`src/common/cmac_pkg.sv`:
```
/*
 * Shared widths and bus types for the int16 convolution MAC cell.
 * Pair i of a flat operand bus sits at bits i*16 +: 16, pair 0 lowest.
 * Widths are sized for 64 signed 16x16 products with no overflow.
 * Only the int16 path exists here; fp16, int8 and winograd are absent.
 */
`default_nettype none

package cmac_pkg;

  // ==============================
  // widths and counts
  // ==============================
  localparam int OPND_W         = 16;
  localparam int NUM_PAIRS      = 64;
  localparam int NUM_LANES      = 8;
  localparam int PAIRS_PER_LANE = NUM_PAIRS / NUM_LANES;
  localparam int PROD_W         = 2 * OPND_W;           // full signed product
  localparam int LANE_SUM_W     = PROD_W + 3;           // 8 products per lane
  localparam int SUM_W          = PROD_W + 6;           // 64 products overall
  localparam int VEC_W          = NUM_PAIRS * OPND_W;

  // ==============================
  // bus types
  // ==============================

  // flat operand bus as seen at the cell boundary
  typedef logic [VEC_W-1:0] opnd_vec_t;

  // one data operand and its matching weight
  typedef struct packed {
    logic signed [OPND_W-1:0] dat;
    logic signed [OPND_W-1:0] wt;
  } opnd_pair_t;

  // operands for one multiply lane
  typedef struct packed {
    opnd_pair_t [PAIRS_PER_LANE-1:0] pair;
  } lane_ops_t;

  // registered partial sum leaving a lane
  typedef struct packed {
    logic                         pvld;
    logic signed [LANE_SUM_W-1:0] sum;
  } lane_sum_t;

endpackage

`default_nettype wire

```
`src/mac/cmac_sum_reduce.sv`:
```
/*
 * Last pipeline stage: adds the eight lane sums into a 38-bit result.
 * Lane 0's strobe qualifies all lanes, which always move in lock step.
 * The result is sign extended and holds its value between strobes.
 */
`timescale 1ns/1ns
`default_nettype none

module cmac_sum_reduce (
  input  wire                               nvdla_core_clk,
  input  wire                               rst_n,
  input  wire  cmac_pkg::lane_sum_t         lane_sums [cmac_pkg::NUM_LANES],
  output logic                              mac_out_pvld,
  output logic signed [cmac_pkg::SUM_W-1:0] mac_out_data
);

  logic signed [cmac_pkg::SUM_W-1:0] ext    [cmac_pkg::NUM_LANES];
  logic signed [cmac_pkg::SUM_W-1:0] add_l1 [cmac_pkg::NUM_LANES/2];
  logic signed [cmac_pkg::SUM_W-1:0] add_l2 [cmac_pkg::NUM_LANES/4];
  logic signed [cmac_pkg::SUM_W-1:0] total;
  logic [cmac_pkg::NUM_LANES-1:0]    lane_pvld;
  logic                              sum_pvld;

  // ==============================
  // widen lane sums
  // ==============================
  always_comb begin
    for (int k = 0; k < cmac_pkg::NUM_LANES; k++) begin
      lane_pvld[k] = lane_sums[k].pvld;
      ext[k] = {{(cmac_pkg::SUM_W - cmac_pkg::LANE_SUM_W){lane_sums[k].sum[cmac_pkg::LANE_SUM_W-1]}},
                lane_sums[k].sum};
    end
  end

  assign sum_pvld = lane_pvld[0];   // stands for every lane

  // ==============================
  // three level adder tree
  // ==============================
  always_comb begin
    for (int k = 0; k < cmac_pkg::NUM_LANES/2; k++) begin
      add_l1[k] = ext[2*k] + ext[2*k+1];
    end
    for (int k = 0; k < cmac_pkg::NUM_LANES/4; k++) begin
      add_l2[k] = add_l1[2*k] + add_l1[2*k+1];
    end
    total = add_l2[0] + add_l2[1];
  end

  // ==============================
  // output registers
  // ==============================
  always_ff @(posedge nvdla_core_clk or negedge rst_n) begin
    if (!rst_n) begin
      mac_out_pvld <= 1'b0;
    end else begin
      mac_out_pvld <= sum_pvld;
    end
  end

  always_ff @(posedge nvdla_core_clk) begin
    if (sum_pvld) begin
      mac_out_data <= total;
    end
  end

  // ==============================
  // checks
  // ==============================

  // lanes share one strobe upstream, a split here means a broken fan-out
  a_lane_pvld_agree : assert property (
    @(posedge nvdla_core_clk)
      (lane_pvld == '0) || (lane_pvld == '1)
  ) else $error("lane strobes disagree: %b", lane_pvld);

  // a lane strobe held in reset would push a result out at release
  a_no_pvld_in_reset : assert property (
    @(posedge nvdla_core_clk)
      !rst_n |-> (lane_pvld == '0)
  ) else $error("lane strobe high during reset: %b", lane_pvld);

endmodule

`default_nettype wire

```
`config.mk`:
```
export PLATFORM = sky130hd
export DESIGN_NAME = cmac_sum_reduce
export DESIGN_NICKNAME = d
export VERILOG_FILES = /design/src/common/cmac_pkg.sv /design/src/mac/cmac_sum_reduce.sv
export SDC_FILE = /design/constraint.sdc
export NUM_CORES = 1
export LEC_CHECK = 0
export ABC_AREA = 0
export BUFFER_PORTS_ARGS = -buffer_cell sky130_fd_sc_hd__buf_2
export CORE_ASPECT_RATIO = 1.2
export CORE_MARGIN = 8
export CORE_UTILIZATION = 55
export DETAILED_ROUTE_END_ITERATION = 10
export PLACE_DENSITY = 0.95
export SETUP_SLACK_MARGIN = 0.2
export SLEW_MARGIN = 20
export SYNTH_ARGS = -nofsm -noshare
export SYNTH_HDL_FRONTEND = slang
export SYNTH_SLANG_ARGS = --single-unit
export TNS_END_PERCENT = 50
```
`constraint.sdc`:
```
create_clock -name nvdla_core_clk -period 0.8 [get_ports nvdla_core_clk]
set_input_delay 0.12 -clock nvdla_core_clk [delete_from_list [all_inputs] [get_ports nvdla_core_clk]]
set_output_delay 0.12 -clock nvdla_core_clk [all_outputs]
set_load 0.02 [all_outputs]
```
==> run_results.csv, run 1 <==
group,metric,value,unit
detailed_routing,drt-pass1-iter-count,7,
sta,max_freq,212,MHz
critical_path,start_kind,"input pin",
cts,path_clk_slew,0.06,ns
logic_synthesis,syn_inst,857,
grt,grt_pass1_wl,45.0,mm
run_status,failed_checks,"setup timing",
layout,areaGrowthSynthToFinish,40.8,%
sta,rsz0062_at_grt,"true",
logic_synthesis,syn_area,8560,um^2
sta,setup_ws,-3.91,ns
sta,min_period_over_period,5.88,
sta,slew_headroom,0.709,
floorplan,ios,329,
detailed_routing,vias,7993,
layout,antennaDiodeCount,0,
floorplan,chipHeight,153,um
place,post-place-cells,1476,
flow_run,drv_cap,0,
logic_synthesis,ys_ff_latch,39,
floorplan,start_util,0.554,
sta,finalMaxSlewViolations,0,
critical_path,critical_path_class,"in -> reg",
power,ir_worst_vdd,3.16,mV
logic_synthesis,synth_edf_count,38,
logic_synthesis,yosysMostFrequentCell,"inv_1",
critical_path,endpoint_kind,"flip-flop",
grt,antenna_found_initial,2,
critical_path,crit_path_start,"lane_sums[110]",
min_path,hold_class,"in -> reg",
floorplan,dieArea,19800,um^2
grt,grt_use_total,0.297,
sta,totalNegativeSetupSlack,-128.61,ns
run_status,status,"finished with violations",
power,p_leak,6.76,nW
logic_synthesis,netlist-cell-type-count,45,
place,gp_congestion,0.864,
min_path,min_from,"lane_sums[287]",
critical_path,arrival,4.79,ns
logic_synthesis,yosysTopAreaCell,"fa_1",
critical_path,cp_max_fo,3,
sta,fin_crit,4.71,ns
place,pre_cts_slack,-4.25,ns
layout,final_area,12100,um^2
cts,cts_max_path_buffers,2,
logic_synthesis,yosys-top-cells-count,"365 x inv_1, 213 x fa_1, 38 x edfxtp_1, 38 x ha_1, 29 x a21oi_1",
cts,ctsHtreeMaxLevel,2,
detailed_routing,ant_nets,0,
floorplan,placementRows,50,
detailed_routing,avgRoutedWirePerCell,21.0,um
logic_synthesis,yosysWarnings,0,
power,p_total,72.3,mW
critical_path,cp.required,0.88,ns
logic_synthesis,async_flop_share,0.0256,
logic_synthesis,netlist_top_cells_area,"fa_1 50%, inv_1 16%, edfxtp_1 13%",
sta,setup_viol,77,
layout,drive_above_1_share,0.401,
min_path,hold_end,"mac_out_data[6]$_DFFE_PP_",
detailed_routing,drtIter0Drc,563,
detailed_routing,wirelength,31.7,mm
logic_synthesis,ys_seq_area_frac,0.136,
power,p_per_area,6000,nW/um^2
cts,numCtsBuffers,5,
layout,nets,1841,
grt,grt_max_degree,21,
place,hpwl,23.7,mm
cts,clock-sinks,39,
logic_synthesis,postSynthAreaPerCell,9.99,um^2
cts,clock_tree.root_cell,"clkbuf_16",
detailed_routing,drc_errors,0,
place,place_area,11200,um^2
sta,tightest_slew,0.437,ns
grt,first_global_vias,9444,
logic_synthesis,synth_ff_type,"edfxtp_1",
logic_synthesis,syn_nets,1398,
logic_synthesis,netlist.area_leader.share,0.498,
min_path,hold-path-cell-count,1,
floorplan,die_w,130,um
grt,grt_overflow,0,
detailed_routing,vias_per_cell,5.30,
layout,finalNonFillerCells,1509,
place,io_buffers,321,
floorplan,core_area,15500,um^2
cts,cts_tree,"done",
sta,hold_viol_final,0,
## critical path, stage by stage
cell and delay [ns]:
buf_6 0.07, inv_2 0.03, fa_1 0.59, inv_2 0.07
fa_2 0.45, fa_1 0.50, inv_1 0.05, fa_1 0.50
inv_2 0.06, ha_4 0.16, fa_2 0.35, a21o_1 0.20
a221oi_2 0.31, nand2_1 0.08, a2111o_1 0.41, a211oi_2 0.24
buf_4 0.18, a21oi_4 0.07, a211o_1 0.27, o311ai_1 0.10
## per-layer routing
layer / up-vias / wire [um] / part of all wire / global-route usage
met2: 630 / 16900 / 0.53 / 0.549
met4: 4 / 2350 / 0.074 / 0.215
li1: 3324 / - / - / -
met1: 3835 / 9330 / 0.29 / 0.268
met5: - / 19 / 0.00060 / 0
met3: 200 / 3110 / 0.098 / 0.0788
## area by class of cell
class                   count  area [um^2]
well taps                 208          260
clock buffers               5          125
repair buffers            442         2720
multi-input cells         447         6360
fillers                   825         3400
inverters                 365         1380
clock inverters             3         43.8
flip-flops and latches     39         1170
## layout by cell type, fill, tap and decap left out, types with 3 or more instances in the layout
cell,netlist,final
o21ai_2,0,5
and2_1,3,3
a21o_1,21,20
a21oi_2,2,6
inv_2,0,20
ha_1,38,31
nand3_1,8,7
xor2_1,15,13
edfxtp_1,38,38
o21ai_0,12,6
nor2_1,9,8
buf_4,0,99
inv_1,365,343
nand4_1,4,4
nor3_1,5,5
buf_2,0,304
a21oi_1,29,20
a21oi_4,0,5
fa_2,0,3
buf_6,0,35
fa_1,213,210
ha_4,0,6
xnor2_1,20,18
nand2_1,23,21
clkbuf_16,0,5
nor2b_1,4,4
o211ai_1,4,4
## through the flow
stage | utilization | hold slack [ns]
2_1_floorplan | - | -0.176
3_3_place_gp | 0.724 | -0.0863
3_5_place_dp | 0.724 | -0.0900
4_1_cts | 0.755 | 0.130
5_1_grt | 0.780 | 0.132
6_report | 0.780 | 0.142
## cell families after synthesis
| group | Yosys count | share of synthesized area |
|---|---|---|
| DFF | 39 | 0.136 |
| buffers and inverters | 371 | 0.163 |
| and+or+nand+nor | 66 | 0.0384 |
| xor gates and xnor gates | 35 | 0.0358 |
| adders and majority gates | 251 | 0.553 |
| AOI/OAI and AO/OA | 95 | 0.0735 |
## worst max path at each step
stage / end / slack, ns / cells past startpoint
floorplan: mac_out_data[36]$_DFFE_PP_ / -3.87 / 18
global placement: mac_out_data[36]$_DFFE_PP_ / -4.12 / 20
detailed placement: mac_out_data[30]$_DFFE_PP_ / -4.25 / 20
CTS: mac_out_data[36]$_DFFE_PP_ / -3.87 / 20
global route: mac_out_data[36]$_DFFE_PP_ / -3.98 / 17
finish: mac_out_data[36]$_DFFE_PP_ / -3.91 / 20
## power by group
| part | leakage, nW | internal (mW) | switching, mW |
|---|---|---|---|
| clock network | 0.0838 | 1.47 | 0.845 |
| registers | 0.384 | 5.63 | 0.547 |
| logic | 6.29 | 31.4 | 32.4 |
## sequential cells by signal, summed over array words and instances (netlist names)
signal	flops
mac_out_data	38
mac_out_pvld	1
## repair_timing
item / 4_1_cts / 5_1_grt
endpoints found under the setup margin: 77 / 77
resized for setup: 63 / 64
gates cloned: 0 / 0
pin swaps: 35 / 34
hold buffers: 1 / 0
endpoints found under the hold margin: 1 / 0
buffers inserted: 8 / 16
Note: power is estimated with default switching activity, not from simulation.
==> inputs of run 2 (changes only) <==
Settings changed: RECOVER_POWER set to 25.
==> run 2 against run 1 <==
Compared with the run above:
- the run still ends with setup timing left
- largest cell class unchanged
- count of clock-buffer cells in the layout unchanged
- sequential share of layout area about the same
- clock power hardly changed
==> run_results.csv, run 2 (synthesis gave the netlist of run 1 again) <==
group,metric,value,unit
flow_run,drv_cap,0,
detailed_routing,wl_met1,9.45,mm
floorplan,core_area,15500,um^2
grt,first_global_vias,9444,
floorplan,placementRows,50,
critical_path,crit_chain,"buf_6, inv_2, fa_1, inv_2, fa_2, fa_1, inv_1, fa_1, inv_2, ha_4, fa_2, a21o_1, a221oi_2, nand2_1, a2111o_1, a211oi_2, buf_4, a21oi_4, a211o_1, o311ai_1",
floorplan,chipHeight,153,um
layout,register_area,1170,um^2
cts,ctsHtreeMaxLevel,2,
sta,setup_viol,96,
power,p_per_area,5980,nW/um^2
cts,cts_max_path_buffers,2,
critical_path,cp.required,0.88,ns
layout,layout_common_cells,"343 x inv_1, 303 x buf_2, 210 x fa_1",
layout,areaGrowthSynthToFinish,40.4,%
cts,clock_tree.root_cell,"clkbuf_16",
grt,antenna_found_initial,1,
detailed_routing,vias_per_cell,5.24,
layout,final_common_cell,"inv_1",
run_status,failed_checks,"setup timing",
detailed_routing,met2_length,16.9,mm
sta,max_freq,213,MHz
layout,largest_register_ffs,38,
detailed_routing,drtIter0Drc,518,
power,p_total,72.0,mW
power,ir_worst_vdd,3.17,mV
detailed_routing,drc_errors,0,
critical_path,slowest_stage,"fa_1",
floorplan,die_w,130,um
critical_path,arrival,4.78,ns
critical_path,endpoint_kind,"flip-flop",
floorplan,start_util,0.554,
grt,grt_max_degree,21,
place,hpwl,23.7,mm
cts,cts_tree,"done",
min_path,hold_class,"in -> reg",
power,p_leak,6.74,nW
layout,multi_input_area,6360,um^2
detailed_routing,drt-pass1-iter-count,6,
critical_path,cp_max_fo,3,
sta,hold_viol_final,0,
cts,numCtsBuffers,5,
detailed_routing,wl_met3,2.95,mm
layout,drive_above_1_share,0.400,
floorplan,ios,329,
sta,hold_slack,0.129,ns
detailed_routing,wirelength,31.7,mm
sta,fin_crit,4.70,ns
critical_path,start_kind,"input pin",
layout,antennaDiodeCount,0,
grt,grt_pass1_wl,45.0,mm
critical_path,slowest_delay,0.59,ns
detailed_routing,ant_nets,0,
layout,nets,1841,
sta,slew_headroom,0.658,
grt,grt_use_total,0.297,
critical_path,path_delay_family,"adder cells",
layout,regMostFlops,"mac_out_data",
detailed_routing,vias,7913,
sta,rsz0062_at_grt,"true",
sta,min_period_over_period,5.88,
critical_path,cp_num_buf_inv,6,
detailed_routing,top_layer,"met5",
cts,clock-sinks,39,
sta,finalMaxSlewViolations,0,
place,place_area,11200,um^2
place,io_buffers,321,
sta,tightest_slew,0.513,ns
cts,path_clk_slew,0.06,ns
place,gp_congestion,0.864,
sta,setup_ws,-3.90,ns
critical_path,critical_path_class,"in -> reg",
layout,reg.largest.list,"mac_out_data (38), mac_out_pvld (1)",
layout,final_area,12000,um^2
grt,grt_overflow,0,
detailed_routing,avgRoutedWirePerCell,21.0,um
layout,nFillCells,831,
floorplan,dieArea,19800,um^2
run_status,status,"finished with violations",
## run 2: what timing repair did
item / CTS / global route
resized for setup: 63 / 64
hold endpoints to repair: 1 / 0
buffers inserted: 8 / 16
setup endpoints to repair: 77 / 77
hold buffers: 1 / 0
pin swaps: 35 / 34
cloned: 0 / 0
## run 2: area by class of cell
cell class | count | share of cell area
tap | 208 | 0.0216
sequential | 39 | 0.0970
inverter | 365 | 0.115
clock inverter | 3 | 0.00364
timing repair buffer | 442 | 0.224
clock buffer | 5 | 0.0104
multi-input combinational | 447 | 0.529
## run 2: worst paths after layout
path	startpoint	endpoint	slack, ns	cells after the start
setup / recovery	lane_sums[110]	mac_out_data[36]$_DFFE_PP_	-3.90	20
hold / removal	lane_sums[287]	mac_out_data[6]$_DFFE_PP_	0.13	1
max in group asynchronous	rst_n	mac_out_pvld$_DFF_PN0_	0.51	2
min in group asynchronous	rst_n	mac_out_pvld$_DFF_PN0_	0.17	2
## run 2: report_power, final
group          switching (mW)  total, mW  internal, mW
Clock                   0.848       2.32          1.47
Combinational            32.1       63.5          31.4
Sequential              0.545       6.17          5.63
## run 2: metal layers
layer / up-vias / GRT usage
met5: - / 0
met4: 2 / 0.215
met3: 201 / 0.0788
met2: 576 / 0.549
met1: 3811 / 0.268
li1: 3323 / -
## run 2: per-stage QoR
stage                     worst slack, ns  TNS [ns]   util  std cells
after floorplan                     -3.87   -115.08      -        857
after global placement              -4.12   -128.74  0.724       1476
after detailed placement            -4.25   -133.47  0.724       1476
after CTS                           -3.87   -126.13  0.755       1493
after global routing                -3.98   -133.00  0.778       1509
final                               -3.90   -128.72  0.778       1509
==> inputs of run 3 (changes only) <==
Clock period 0.8 ns to 5.6 ns, I/O delays scaled along.
==> run 3 against run 2 <==
Compared with the run above:
- the flow finishes with violations (capacitance limit, slew limit)
- sequential share of layout area increased by 1.1 points
- setup slack improved by 4.0 ns
- largest power group unchanged
- utilization decreased by 7.9 points
- flip-flop and latch count unchanged
- final area decreased by 10%
- total power decreased by 90%
- via count decreased by 12%
==> run_results.csv, run 3 (synthesis gave the netlist of run 1 again) <==
group,metric,value,unit
place,io_buffers,321,
sta,setup_ws,0.143,ns
run_status,status,"finished with violations",
layout,areaGrowthSynthToFinish,26.2,%
critical_path,cp_max_fo,3,
layout,final_area,10800,um^2
critical_path,start_kind,"input pin",
cts,path_clk_slew,0.06,ns
detailed_routing,vias_per_cell,4.93,
detailed_routing,wirelength,24.1,mm
grt,grt_overflow,0,
place,post-place-cells,1393,
floorplan,die_w,130,um
sta,hold_viol_final,0,
critical_path,critical_path_class,"in -> reg",
layout,nets,1739,
cts,cts_max_path_buffers,2,
detailed_routing,top_layer,"met4",
sta,totalNegativeSetupSlack,0,ns
floorplan,dieArea,19800,um^2
power,ir_worst_vdd,0.408,mV
layout,finalNonFillerCells,1408,
run_status,failed_checks,"capacitance limit, slew limit",
floorplan,ios,329,
layout,final_common_cell,"inv_1",
sta,setup_viol,0,
sta,max_freq,183,MHz
layout,drive_above_1_share,0.290,
layout,layout_common_cells,"360 x inv_1, 296 x buf_2, 212 x fa_1",
floorplan,core_area,15500,um^2
detailed_routing,drt-pass1-iter-count,5,
cts,cts_tree,"done",
floorplan,chipHeight,153,um
sta,slew_headroom,-0.404,
place,place_area,10500,um^2
floorplan,start_util,0.554,
critical_path,arrival,5.48,ns
power,p_per_area,690,nW/um^2
grt,grt_max_degree,40,
grt,grt_use_total,0.238,
detailed_routing,wl_met1,6.89,mm
sta,min_period_over_period,0.975,
sta,finalMaxSlewViolations,40,
sta,rsz0062_at_grt,"true",
flow_run,drv_cap,1,
detailed_routing,drtIter0Drc,324,
critical_path,cp.required,5.62,ns
floorplan,placementRows,50,
power,p_leak,6.10,nW
detailed_routing,drc_errors,0,
detailed_routing,vias,6940,
detailed_routing,wl_met3,2.06,mm
cts,hold_buffers,0,
place,gp_congestion,0.873,
detailed_routing,avgRoutedWirePerCell,17.1,um
layout,largest_register_ffs,38,
min_path,hold_class,"in -> async",
layout,final_util,0.699,
place,hpwl,21.7,mm
power,p_total,7.45,mW
cts,clock_tree.root_cell,"clkbuf_16",
layout,reg.largest.list,"mac_out_data (38), mac_out_pvld (1)",
grt,first_global_vias,8339,
critical_path,endpoint_kind,"flip-flop",
detailed_routing,ant_nets,0,
grt,grt_pass1_wl,36.9,mm
layout,regMostFlops,"mac_out_data",
sta,tightest_slew,2.11,ns
detailed_routing,met2_length,13.6,mm
place,pre_cts_slack,-0.232,ns
grt,antenna_found_initial,1,
sta,hold_slack,0.330,ns
cts,numCtsBuffers,5,
sta,fin_crit,5.46,ns
cts,ctsHtreeMaxLevel,2,
cts,clock-sinks,39,
-- run 3: cell types whose count changed in the layout (fill, tap and decap cells not counted), sizes merged --
cell	previous run	this run
buf	438	318
bufinv	1	0
clkbuf	8	27
clkinvlp	0	1
diode	0	1
dlygate4sd3	1	0
-- run 3: area by class of cell --
cell class	count	area (um^2)
diodes	1	2.50
clock buffers	5	125
clock inverters	3	15.0
fillers	1025	4650
inverters	365	1370
multi-input cells	447	6120
flip-flops and latches	39	1170
well taps	208	260
repair buffers	340	1740
-- run 3: path summary, 6_finish.rpt --
| check | end | startpoint | slack, ns | depth (start not counted) |
|---|---|---|---|---|
| min in group nvdla_core_clk | mac_out_data[0]$_DFFE_PP_ | lane_sums[252] | 0.96 | 3 |
| max in group asynchronous | mac_out_pvld$_DFF_PN0_ | rst_n | 5.15 | 1 |
| max | mac_out_data[36]$_DFFE_PP_ | lane_sums[111] | 0.14 | 19 |
| min | mac_out_pvld$_DFF_PN0_ | rst_n | 0.33 | 1 |
-- run 3: report_power, final --
part	total, mW	internal (mW)	leakage (nW)	switching, mW
Combinational	6.32	2.76	5.65	3.56
Clock	0.273	0.162	0.0649	0.111
Sequential	0.856	0.802	0.384	0.0542
-- run 3: repair_timing --
item | CTS | global route
pin swaps | 11 | 19
setup buffers | 1 | 5
endpoints found under the hold margin | 0 | 0
endpoints found under the setup margin | 7 | 13
resized for setup | 13 | 14
-- run 3: routing by layer --
layer	vias up	GRT usage
li1	3125	-
met1	3341	0.205
met2	361	0.465
met3	113	0.0588
met4	0	0.147
met5	-	0
-- run 3: critical path, cell delays in order --
cell	delay (ns)
buf_2	0.07
inv_1	0.05
fa_1	0.53
inv_1	0.05
fa_1	0.49
fa_1	0.50
inv_1	0.08
fa_1	0.52
inv_1	0.11
fa_2	0.40
a21o_1	0.23
a221oi_4	0.30
nand2_1	0.14
a2111o_1	0.42
a211oi_2	0.19
buf_4	0.18
a21oi_4	0.08
a21oi_2	0.19
o311ai_1	0.10
